### src/hw/icache_pkg.sv
package icache_pkg;

  // fetch side bus widths
  localparam int ADDR_W = 32;
  localparam int DATA_W = 32;

  // 8 KB direct mapped, 64-byte lines
  localparam int OFFSET_W = 6;
  localparam int INDEX_W = 7;
  localparam int TAG_W = ADDR_W - INDEX_W - OFFSET_W;
  localparam int NUM_LINES = 1 << INDEX_W;

  // 32-bit words inside one line
  localparam int WORD_SEL_W = 4;
  localparam int WORDS_PER_LINE = 1 << WORD_SEL_W;

  typedef logic [TAG_W-1:0] tag_t;
  typedef logic [INDEX_W-1:0] index_t;
  typedef logic [WORD_SEL_W-1:0] word_sel_t;

  // fetch address split into its cache fields, msb first
  typedef struct packed {
    tag_t tag;
    index_t index;
    word_sel_t word;
    // byte within the word, zero for aligned fetches
    logic [OFFSET_W-WORD_SEL_W-1:0] byte_off;
  } fetch_addr_t;

  // controller states
  typedef enum logic [1:0] {
    IDLE,
    LOOKUP,
    REFILL,
    UNCACHED
  } icache_state_e;

endpackage

### src/hw/icache_tag.sv
`timescale 1ns/1ps

module icache_tag import icache_pkg::*; (
  input  logic        clk,
  input  logic        rst,
  // registered request address from the controller
  input  fetch_addr_t addr_i,
  // write tag and set valid for the line at addr_i
  input  logic        alloc_i,
  output logic        hit_o
);

  // one tag per line
  tag_t tag_q [NUM_LINES];
  // valid bits cleared by reset
  logic [NUM_LINES-1:0] valid_q;

  tag_t stored_tag;
  logic stored_valid;

  // read the entry selected by the index
  assign stored_tag = tag_q[addr_i.index];
  assign stored_valid = valid_q[addr_i.index];

  // same-cycle compare
  assign hit_o = stored_valid && (stored_tag == addr_i.tag);

  // valid bits
  always_ff @(posedge clk) begin
    if (rst) begin
      valid_q <= '0;
    end else if (alloc_i) begin
      valid_q[addr_i.index] <= 1'b1;
    end
  end

  // tag storage
  // an alloc overwrites whatever line sat at this index
  always_ff @(posedge clk) begin
    if (alloc_i) begin
      tag_q[addr_i.index] <= addr_i.tag;
    end
  end

endmodule

### config.mk
export PLATFORM = sky130hd
export DESIGN_NAME = icache_tag
export DESIGN_NICKNAME = d
export VERILOG_FILES = /design/src/hw/icache_pkg.sv /design/src/hw/icache_tag.sv
export SDC_FILE = /design/constraint.sdc
export NUM_CORES = 2
export LEC_CHECK = 0
export BUFFER_PORTS_ARGS = -buffer_cell sky130_fd_sc_hd__buf_2
export CAP_MARGIN = 0
export CELL_PAD_IN_SITES_DETAIL_PLACEMENT = 1
export CELL_PAD_IN_SITES_GLOBAL_PLACEMENT = 1
export CORE_MARGIN = 2
export CORE_UTILIZATION = 35
export CTS_CLUSTER_SIZE = 25
export DETAILED_ROUTE_END_ITERATION = 7
export PLACE_DENSITY_LB_ADDON = 0.25
export SETUP_SLACK_MARGIN = 0.02
export SLEW_MARGIN = 20
export SYNTH_ARGS = -nofsm -noshare
export SYNTH_HDL_FRONTEND = slang
export SYNTH_SLANG_ARGS = --single-unit
### constraint.sdc
create_clock -name clk -period 4.25 [get_ports clk]
set_clock_uncertainty 0.1 [all_clocks]
set_input_delay 0.2125 -clock clk [delete_from_list [all_inputs] [get_ports clk]]
set_output_delay 0.2125 -clock clk [all_outputs]
set_load 0.005 [all_outputs]
==> impl_metrics.toml <==
[run_status]
status = "finished, violations left"
violations = "negative setup slack"

[critical_path]
critPathCaptureType = "output pin"
slowest_delay_ns = 0.67
crit_type = "flip-flop to output pin"
crit_slowest_cell = "nor4b_4"
path_cells = "mux4_2 > mux2i_2 > o22ai_2 > or3_4 > o21ai_2 > nor3_1 > xor2_1 > a2111oi_2 > nand4_1 > nor4b_4 > buf_4 > buf_6"
crit_fanout = 1
worstPathRequired_ns = 3.94
path_buf_inv = 2
regToRegSetupSlack_ns = 3.49
rr_worst_depth = 2
crit_path_start_kind = "flip-flop"
path_depth = 12
crit_family = "simple AND/OR/NAND/NOR gates"
arrival_ns = 4.60

[floorplan]
ios = 36
die_h_um = 537
core_um2 = 282000
dieArea_um2 = 288000
die_x_um = 537
rows = 195
initial_utilization_pct = 35.2

[drt]
vias = 60000
routed_wl_um = 370000
first_iter_violations = 7892
via_per_inst = 5.87
ant_nets = 0
drc = 0
wl_per_cell_um = 36.2
drtPass1Iterations = 5

[yosys]
yosysWarningCount = 0
synth-seq-cells = 2560
synth_common_cells = "edfxtp_1 (2432), nor2_1 (507), mux2i_1 (402), mux4_2 (232), a21oi_1 (230)"
synth_fp_nets = 5574
yosys.area.top_type = "edfxtp_1"
postSynth.asyncResetShare_pct = 0
netlist_instances = 5539
ys_top_cells_by_area = "edfxtp_1 (73%), mux4_2 (5.3%), mux2i_1 (4.0%)"
yosysMostFrequentCell = "edfxtp_1"
synth_cell_types = 86
synth-edff-count = 2432
synth_top_area_share_pct = 73.5
seq_area_frac_synth_pct = 76.1
postSynthAreaPerCell_um2 = 17.9
synthFlopType = "edfxtp_1"
syn-cell-area_um2 = 99400

[place]
gp_congestion = 0.875
hpwl_um = 230000
io_buffers = 29
dp_cells = 9686

[clocking]
clockBufferDepth = 4
cts.clk_slew.worst_paths_ns = 0.06
cts_buffers = 292
htree_levels = 5
clk-insertion-delay-late_ns = 0.98
root_buffer = "clkbuf_16"
cts_sinks = 2560
tritoncts = "done"

[layout]
drive_above_1_share_pct = 26.6
final_cells = 10200
final_nets = 6288
area_growth_pct = 20.0

[grt]
gr-total-overflow = 0
antenna_found_initial = 25
grt_max_degree = 129
grt_pass1_vias = 60400
track_usage_pct = 25.3
grt_pass1_wl_um = 506000

[power_and_ir_drop]
powerDensity_nw_per_um2 = 467
power_leakage_nw = 39.1
ir_drop_v = 0.000354
power_mw = 55.6

[timing]
slew_headroom_pct = 23.4
rsz0062_at_grt = "true"
fmax_ghz = 0.203
fin_crit_ns = 4.92
setup_ws_ns = -0.667
period_share_pct = 116
setup_viol = 1
finalHoldViolations = 0
worstMarginPinSlew_ns = 1.15
slew_violations = 0

[hold_path]
hold_class = "input pin to flip-flop"
whs_path_depth = 2

[flow_run]
max_cap_viol_count = 0
==> sequential cells by signal (all words and copies together) (netlist names) <==
name and cells:
valid_q 128, tag_q 2432
==> final timing paths <==
check	start	endpoint
max	tag_q[23][8]	hit_o
min	addr_i[15]	tag_q[16][2]
max reg2reg	valid_q[74]	valid_q[74]
min reg2reg	valid_q[121]	valid_q[121]
==> cell type report <==
type	instances	area (um2)
Clock buffer	410	8170
Multi-Input combinational cell	2608	22500
Tap cell	3743	4680
Fill cell	27000	163000
Clock inverter	89	764
Timing Repair Buffer	781	7490
Inverter	10	47.5
Antenna cell	10	25.0
Sequential cell	2560	75600
==> per-stage QoR <==
| stage | hold slack [ns] | TNS (ns) | utilization [%] | instance area [um2] | worst slack, ns |
|---|---|---|---|---|---|
| floorplan | 0.211 | 0 | - | 99400 | 0.790 |
| global placement | 0.343 | -1.21 | 38.9 | 110000 | -1.21 |
| detailed placement | 0.358 | -1.15 | 38.9 | 110000 | -1.15 |
| CTS | 0.0180 | -0.627 | 42.2 | 119000 | -0.627 |
| global route | 0.0449 | -0.704 | 42.2 | 119000 | -0.704 |
| finish | 0.0676 | -0.667 | 42.3 | 119000 | -0.667 |
==> layout by cell type, fill, tap and decap left out, types with 10 or more instances in the layout <==
| cell | n |
|---|---|
| edfxtp_1 | 2432 |
| buf_4 | 623 |
| mux2i_1 | 399 |
| nor2_1 | 379 |
| clkbuf_16 | 301 |
| mux4_2 | 232 |
| a21oi_1 | 223 |
| o21ai_0 | 144 |
| dfxtp_1 | 128 |
| nor2_2 | 124 |
| nand2_1 | 124 |
| buf_12 | 123 |
| a221oi_1 | 121 |
| mux2_2 | 112 |
| a22oi_1 | 87 |
| clkbuf_1 | 86 |
| o221ai_1 | 72 |
| a221o_1 | 46 |
| a211oi_1 | 46 |
| a22o_1 | 43 |
| o22ai_1 | 39 |
| o211ai_1 | 37 |
| nand3_1 | 35 |
| clkinv_2 | 35 |
| clkinv_1 | 33 |
| o2bb2ai_1 | 33 |
| nor3_1 | 25 |
| clkbuf_8 | 23 |
| dlygate4sd3_1 | 20 |
| a2111oi_0 | 16 |
| a31oi_1 | 15 |
| nand4_1 | 14 |
| bufinv_16 | 13 |
| diode_2 | 10 |
| buf_6 | 10 |
==> worst reg2reg max path: cells and delay by family (launching register included) <==
| kind | cells | cell delay (ns) |
|---|---|---|
| flops | 1 | 0.32 |
| simple gates | 2 | 0.21 |
==> routing by layer <==
metal	GRT usage, %	wire, um
met1	34.9	152000
met2	40.0	172000
met3	4.47	31200
met4	9.68	15100
met5	0	11
==> timing repair <==
item	4_1_cts	5_1_grt
cloned	0	0
pin swaps	24	6
hold buffers	21	0
endpoints found under the hold margin	974	0
setup buffers	1	0
endpoints found under the setup margin	1	1
resized for setup	68	24
==> kinds of logic after synthesis <==
kind of cell,synth area share [%]
xor+xnor,0.159
compound gates,7.50
flops,76.1
mux,10.7
simple gates,3.36
buf+inv,2.17
==> where the power goes <==
group	total (mW)	internal, mW	leakage [nW]	switching [mW]
logic	3.84	1.25	11.9	2.59
registers	27.7	27.7	22.9	0.0245
clock network	24.1	14.1	4.37	9.96
Power figures use the tool's default switching activity.
