<file path="src/hw/icache_pkg.sv">
package icache_pkg;

  // fetch side bus widths
  localparam int ADDR_W = 32;
  localparam int DATA_W = 32;

  // 8 KB direct mapped, 64-byte lines
  localparam int OFFSET_W = 6;
  localparam int INDEX_W = 7;
  localparam int TAG_W = ADDR_W - INDEX_W - OFFSET_W;
  localparam int NUM_LINES = 1 << INDEX_W;

  // 32-bit words inside one line
  localparam int WORD_SEL_W = 4;
  localparam int WORDS_PER_LINE = 1 << WORD_SEL_W;

  typedef logic [TAG_W-1:0] tag_t;
  typedef logic [INDEX_W-1:0] index_t;
  typedef logic [WORD_SEL_W-1:0] word_sel_t;

  // fetch address split into its cache fields, msb first
  typedef struct packed {
    tag_t tag;
    index_t index;
    word_sel_t word;
    // byte within the word, zero for aligned fetches
    logic [OFFSET_W-WORD_SEL_W-1:0] byte_off;
  } fetch_addr_t;

  // controller states
  typedef enum logic [1:0] {
    IDLE,
    LOOKUP,
    REFILL,
    UNCACHED
  } icache_state_e;

endpackage

</file>
<file path="src/hw/mem_bus_pkg.sv">
package mem_bus_pkg;

  // memory side request fields
  localparam int MEM_ADDR_W = 32;
  localparam int MEM_LEN_W = 8;
  localparam int MEM_SIZE_W = 4;

  // burst length is beats minus one
  localparam logic [MEM_LEN_W-1:0] BURST_LEN_LINE = 8'd15;
  localparam logic [MEM_LEN_W-1:0] BURST_LEN_SINGLE = 8'd0;
  // 4-byte beats
  localparam logic [MEM_SIZE_W-1:0] SIZE_WORD = 4'b0100;

  // uncached region, decoded from address bits [31:28]
  localparam int REGION_W = 4;
  localparam logic [REGION_W-1:0] UNCACHED_REGION_MSB = 4'h1;

  typedef struct packed {
    logic [MEM_ADDR_W-1:0] addr;
    logic [MEM_LEN_W-1:0] len;
    logic [MEM_SIZE_W-1:0] size;
  } mem_req_t;

endpackage

</file>
<file path="src/hw/icache_ctrl.sv">
`timescale 1ns/1ps

module icache_ctrl import icache_pkg::*, mem_bus_pkg::*; (
  input  logic                  clk,
  input  logic                  rst,
  // fetch side
  input  logic                  fetch_valid_i,
  input  logic [ADDR_W-1:0]     fetch_addr_i,
  output logic                  fetch_rvalid_o,
  output logic [DATA_W-1:0]     fetch_rdata_o,
  // memory side
  output logic                  mem_req_valid_o,
  output mem_req_t              mem_req_o,
  input  logic                  mem_rvalid_i,
  input  logic [DATA_W-1:0]     mem_rdata_i,
  // to tag and data arrays
  output fetch_addr_t           req_addr_o,
  input  logic                  hit_i,
  output logic                  alloc_o,
  output logic                  line_wen_o,
  output logic [WORD_SEL_W-1:0] line_wsel_o,
  output logic [DATA_W-1:0]     line_wdata_o,
  input  logic [DATA_W-1:0]     line_rdata_i
);

  icache_state_e state_q;
  fetch_addr_t req_addr_q;
  word_sel_t beat_cnt_q;
  logic unc_done_q;
  logic [DATA_W-1:0] unc_data_q;
  logic mem_req_valid_q;
  mem_req_t mem_req_q;

  logic uncached;
  logic lookup_hit;
  logic lookup_miss;
  logic beat;
  logic last_beat;
  logic capture;

  // uncached region from the top address bits
  assign uncached = req_addr_q.tag[TAG_W-1 -: REGION_W] == UNCACHED_REGION_MSB;

  // uncached addresses never count as hits
  assign lookup_hit = (state_q == LOOKUP) && hit_i && !uncached;
  assign lookup_miss = (state_q == LOOKUP) && !lookup_hit;

  // a beat is any cycle with request and data both high
  assign beat = mem_req_valid_q && mem_rvalid_i;
  assign last_beat = beat && (beat_cnt_q == mem_req_q.len[WORD_SEL_W-1:0]);

  // take a new address when idle or on the cycle a hit returns
  assign capture = fetch_valid_i && ((state_q == IDLE) || lookup_hit);

  // state, beat counter and request valid
  always_ff @(posedge clk) begin
    if (rst) begin
      state_q <= IDLE;
      beat_cnt_q <= '0;
      unc_done_q <= 1'b0;
      mem_req_valid_q <= 1'b0;
    end else begin
      case (state_q)
        IDLE: begin
          if (fetch_valid_i) begin
            state_q <= LOOKUP;
          end
        end
        LOOKUP: begin
          if (uncached) begin
            state_q <= UNCACHED;
            mem_req_valid_q <= 1'b1;
          end else if (!hit_i) begin
            state_q <= REFILL;
            mem_req_valid_q <= 1'b1;
            beat_cnt_q <= '0;
          end else if (!fetch_valid_i) begin
            // hit and nothing new pending
            state_q <= IDLE;
          end
        end
        REFILL: begin
          if (last_beat) begin
            // line complete, retry the held address
            state_q <= LOOKUP;
            mem_req_valid_q <= 1'b0;
          end else if (beat) begin
            beat_cnt_q <= beat_cnt_q + WORD_SEL_W'(1);
          end
        end
        UNCACHED: begin
          if (unc_done_q) begin
            // word was returned this cycle
            state_q <= IDLE;
            unc_done_q <= 1'b0;
          end else if (beat) begin
            mem_req_valid_q <= 1'b0;
            unc_done_q <= 1'b1;
          end
        end
        default: begin
          state_q <= IDLE;
        end
      endcase
    end
  end

  // address, request payload and uncached word
  always_ff @(posedge clk) begin
    if (capture) begin
      req_addr_q <= fetch_addr_i;
    end
    if (lookup_miss) begin
      mem_req_q.size <= SIZE_WORD;
      if (uncached) begin
        // single word, no allocation
        mem_req_q.addr <= {req_addr_q.tag, req_addr_q.index, req_addr_q.word, 2'b00};
        mem_req_q.len <= BURST_LEN_SINGLE;
      end else begin
        // whole line from offset zero
        mem_req_q.addr <= {req_addr_q.tag, req_addr_q.index, {OFFSET_W{1'b0}}};
        mem_req_q.len <= BURST_LEN_LINE;
      end
    end
    if ((state_q == UNCACHED) && beat) begin
      unc_data_q <= mem_rdata_i;
    end
  end

  // fetch return
  assign fetch_rvalid_o = lookup_hit || unc_done_q;
  assign fetch_rdata_o = (state_q == UNCACHED) ? unc_data_q : line_rdata_i;

  // memory request held until the last beat
  assign mem_req_valid_o = mem_req_valid_q;
  assign mem_req_o = mem_req_q;

  // refill beats go straight into the data array
  assign req_addr_o = req_addr_q;
  assign line_wen_o = (state_q == REFILL) && beat;
  assign line_wsel_o = beat_cnt_q;
  assign line_wdata_o = mem_rdata_i;
  // tag written with the final beat
  assign alloc_o = (state_q == REFILL) && last_beat;

endmodule

</file>
<file path="config.mk">
export PLATFORM = sky130hd
export DESIGN_NAME = icache_ctrl
export DESIGN_NICKNAME = d
export VERILOG_FILES = /design/src/hw/icache_pkg.sv /design/src/hw/mem_bus_pkg.sv /design/src/hw/icache_ctrl.sv
export SDC_FILE = /design/constraint.sdc
export NUM_CORES = 1
export LEC_CHECK = 0
export ABC_AREA = 1
export ABC_CLOCK_PERIOD_IN_PS = 4400
export BUFFER_PORTS_ARGS = -buffer_cell sky130_fd_sc_hd__buf_2
export CAP_MARGIN = 20
export CORE_MARGIN = 2
export CORE_UTILIZATION = 43
export CTS_CLUSTER_DIAMETER = 120
export DETAILED_ROUTE_END_ITERATION = 10
export GPL_TIMING_DRIVEN = 0
export HOLD_SLACK_MARGIN = 0.05
export MAX_ROUTING_LAYER = met4
export PLACE_DENSITY = 0.79
export RECOVER_POWER = 100
export SLEW_MARGIN = 10
export SYNTH_ARGS = -nofsm -noshare
export SYNTH_HDL_FRONTEND = slang
export SYNTH_SLANG_ARGS = --single-unit
</file>
<file path="constraint.sdc">
create_clock -name clk -period 4.4 [get_ports clk]
set_input_delay 0.66 -clock clk [delete_from_list [all_inputs] [get_ports clk]]
set_output_delay 0.66 -clock clk [all_outputs]
set_load 0.01 [all_outputs]
</file>
==> flow_summary.toml <==
[outcome]
outcome = "finished, violations left"
violations = "capacitance limit, slew limit"

[floorplanning]
rows = 36
die-area_um2 = 10600
io_pins = 249
die_h_um = 103
initial_core_util_pct = 43.5
core_area_um2 = 9640
die_w_um = 103

[layout]
instances_no_fill = 751
diodes = 0
area_growth_pct = 33.7
n_fill_cell = 911
final_nets = 715
drive_above_1_share_pct = 25.6

[logic_synthesis]
avgSynthCellArea_um2 = 11.9
yosysUniqueCellTypes = 20
synth_common_cells = "nand2_1, edfxtp_1, buf_4"
seq_area_frac_synth_pct = 71.8
synth.area.top_cells = "edfxtp_1, nand2_1, buf_4"
syn_area_um2 = 4200
yosysTopAreaCellShare_pct = 68.0
yosys.area.top_type = "edfxtp_1"
synth.most_common_cell = "nand2_1"
synth_flop_cell = "edfxtp_1"
synth_edf_count = 95
ys_ff_latch = 103
ys_warn_count = 0
syn_inst = 354
synthArstFlopShare_pct = 0

[clock_tree]
cts_resized = 0
cts_setup_buffers = 0
cts_root_buffer = "clkbuf_8"
hold_buffers = 0
cts_max_path_buffers = 2
htree_num_levels = 3
cts_tree = "built"
clk_pin_slew_ns = 0.10
cts_inserted_buffers = 9
worstSkewPairLatency_ns = 0.36
clock-sinks = 103

[global_route]
grt_pass1_vias = 3083
grt_max_degree = 34
grt_pass1_wl_um = 14900
antenna_found_initial = 0
overflow = 0
grt_usage_pct = 19.2

[timing]
fmax_mhz = 332
min_period_ns = 3.02
hold_violations = 0
slew_headroom_pct = -71.6
worstMarginPinSlew_ns = 2.56
skew_ns = 0.0118
fin_setup_tns_ns = 0
finalMaxSlewViolations = 34
setup_violations = 0
period_share_pct = 68.5
rsz0062_at_grt = "no"

[route]
routedWlPerCell_um = 13.7
vias = 3365
drtPass1Iterations = 4
wirelength_um = 10300
vias_per_cell = 4.48
drc_errors = 0
ant_nets = 0
drtIter0Drc = 102

[min_path]
hp-start = "unc_done_q$_SDFFE_PP0P_"
hold_path_end = "unc_done_q$_SDFFE_PP0P_"
hold_path.class = "flop to flop"
min_delay_path_depth = 1

[setup_path]
reg2reg_depth = 4
worstPathArrival_ns = 3.30
crit_type = "flop to flop"
cp-start-kind = "flop"
r2r_start = "state_q[0]$_SDFFE_PP0P_"
endpoint_kind = "flop"
required_ns = 4.68
r2r_setup_slack_ns = 1.38
cp_max_fo = 33
reg2reg_to = "unc_done_q$_SDFFE_PP0P_"

[power]
power.leakage_nw = 2.40
seq_power_share_pct = 50.3
power_density_nw_per_um2 = 502
p_sw_share_pct = 35.4
p_sw_mw = 0.996
pwr-share-comb_pct = 29.4
internal-power_mw = 1.82
pwr-share-clk_pct = 20.2
vdd.ir_drop.worst_mv = 0.244

[place]
dp.cells = 735
hpwlAfterDp_um = 8070
gp_congestion = 0.868
portBuffers = 238

[run]
maxCapViolCount = 1
==> stage by stage <==
stage	total power, mW	cell area [um2]	setup slack [ns]	utilization [%]	hold slack (ns)
4_1_cts	2.95	5850	1.99	60.7	0.441
3_3_place_gp	2.29	5580	-0.427	57.9	0.427
3_5_place_dp	2.37	5660	2.28	58.7	0.429
2_1_floorplan	1.92	4230	0.670	-	0.422
5_1_grt	2.99	5610	0.967	58.2	0.430
6_report	2.82	5610	1.38	58.2	0.450
==> worst max path at each step <==
stage               cells past startpoint                       to  slack (ns)               startpoint
floorplan                               4  req_addr_o[0]$_DFFE_PP_        0.67                    hit_i
global placement                        5  req_addr_o[6]$_DFFE_PP_       -0.43                    hit_i
detailed placement                      7  mem_req_o[36]$_DFFE_PP_        2.28                    hit_i
CTS                                     6        fetch_rdata_o[16]        1.99  state_q[0]$_SDFFE_PP0P_
global route                            4  unc_done_q$_SDFFE_PP0P_        0.97  state_q[0]$_SDFFE_PP0P_
finish                                  4  unc_done_q$_SDFFE_PP0P_        1.38  state_q[0]$_SDFFE_PP0P_
==> per-layer routing <==
metal | wire (um) | vias to the layer above | GRT usage [%] | part of all wire (%)
li1 | - | 1627 | - | -
met1 | 4030 | 1593 | 22.9 | 39
met2 | 5550 | 129 | 32.8 | 54
met3 | 572 | 16 | 4.41 | 5.5
met4 | 159 | 0 | 5.47 | 1.5
met5 | 0 | - | - | 0
==> cell usage in the layout (no fill, tap or decap), types with 8 or more instances in the layout <==
cell | synthesis | routed
edfxtp_1 | 95 | 95
dfxtp_1 | 8 | 8
nor2_1 | 20 | 22
buf_2 | 3 | 92
buf_4 | 45 | 36
conb_1 | 2 | 10
nand3_1 | 10 | 11
clkbuf_4 | 0 | 9
clkbuf_8 | 0 | 9
clkbuf_1 | 3 | 154
nand2_1 | 126 | 126
inv_1 | 20 | 22
==> flip-flops by register name, summed over array words and instances, names as in the netlist <==
name             flops
req_addr_o          32
state_q              2
unc_data_q          32
unc_done_q           1
mem_req_valid_o      1
line_wsel_o          4
mem_req_o           31
==> cell families (layout without fill, tap and decap cells) <==
| kind of cell | after synthesis | in the layout | synth area share (%) |
|---|---|---|---|
| adder cells (fa/ha/maj) | 1 | 1 | 0.298 |
| AO/OA/AOI/OAI | 12 | 12 | 1.58 |
| flip-flops | 103 | 103 | 71.8 |
| buffers and inverters | 73 | 329 | 10.6 |
| other | 2 | 10 | 0.179 |
| AND/OR/NAND/NOR | 163 | 163 | 15.5 |
==> critical path, stage by stage, from the launching register on <==
cell and delay (ns):
dfxtp_1 0.44, nand2_2 0.17, nor2_1 1.92, o21ai_0 0.21
a21oi_1 0.20
==> cell type report <==
| cell class | count | area, um2 | area share [%] |
|---|---|---|---|
| multi-input cells | 186 | 756 | 13.5 |
| plain buffers | 51 | 360 | 6.43 |
| clock inverters | 6 | 62.6 | 1.12 |
| inverters | 22 | 82.6 | 1.47 |
| flip-flops and latches | 103 | 3010 | 53.7 |
| repair buffers | 240 | 1040 | 18.5 |
| well taps | 133 | 166 | 2.97 |
| clock buffers | 10 | 128 | 2.28 |
==> power groups by stage <==
stage	clock network (mW)	registers, mW	logic [mW]
after floorplan	0	1.53	0.394
after global placement	0	1.44	0.850
after detailed placement	0	1.43	0.937
after CTS	0.592	1.41	0.941
after global routing	0.629	1.44	0.920
final	0.570	1.42	0.828
(Power assumes the default switching activity.)
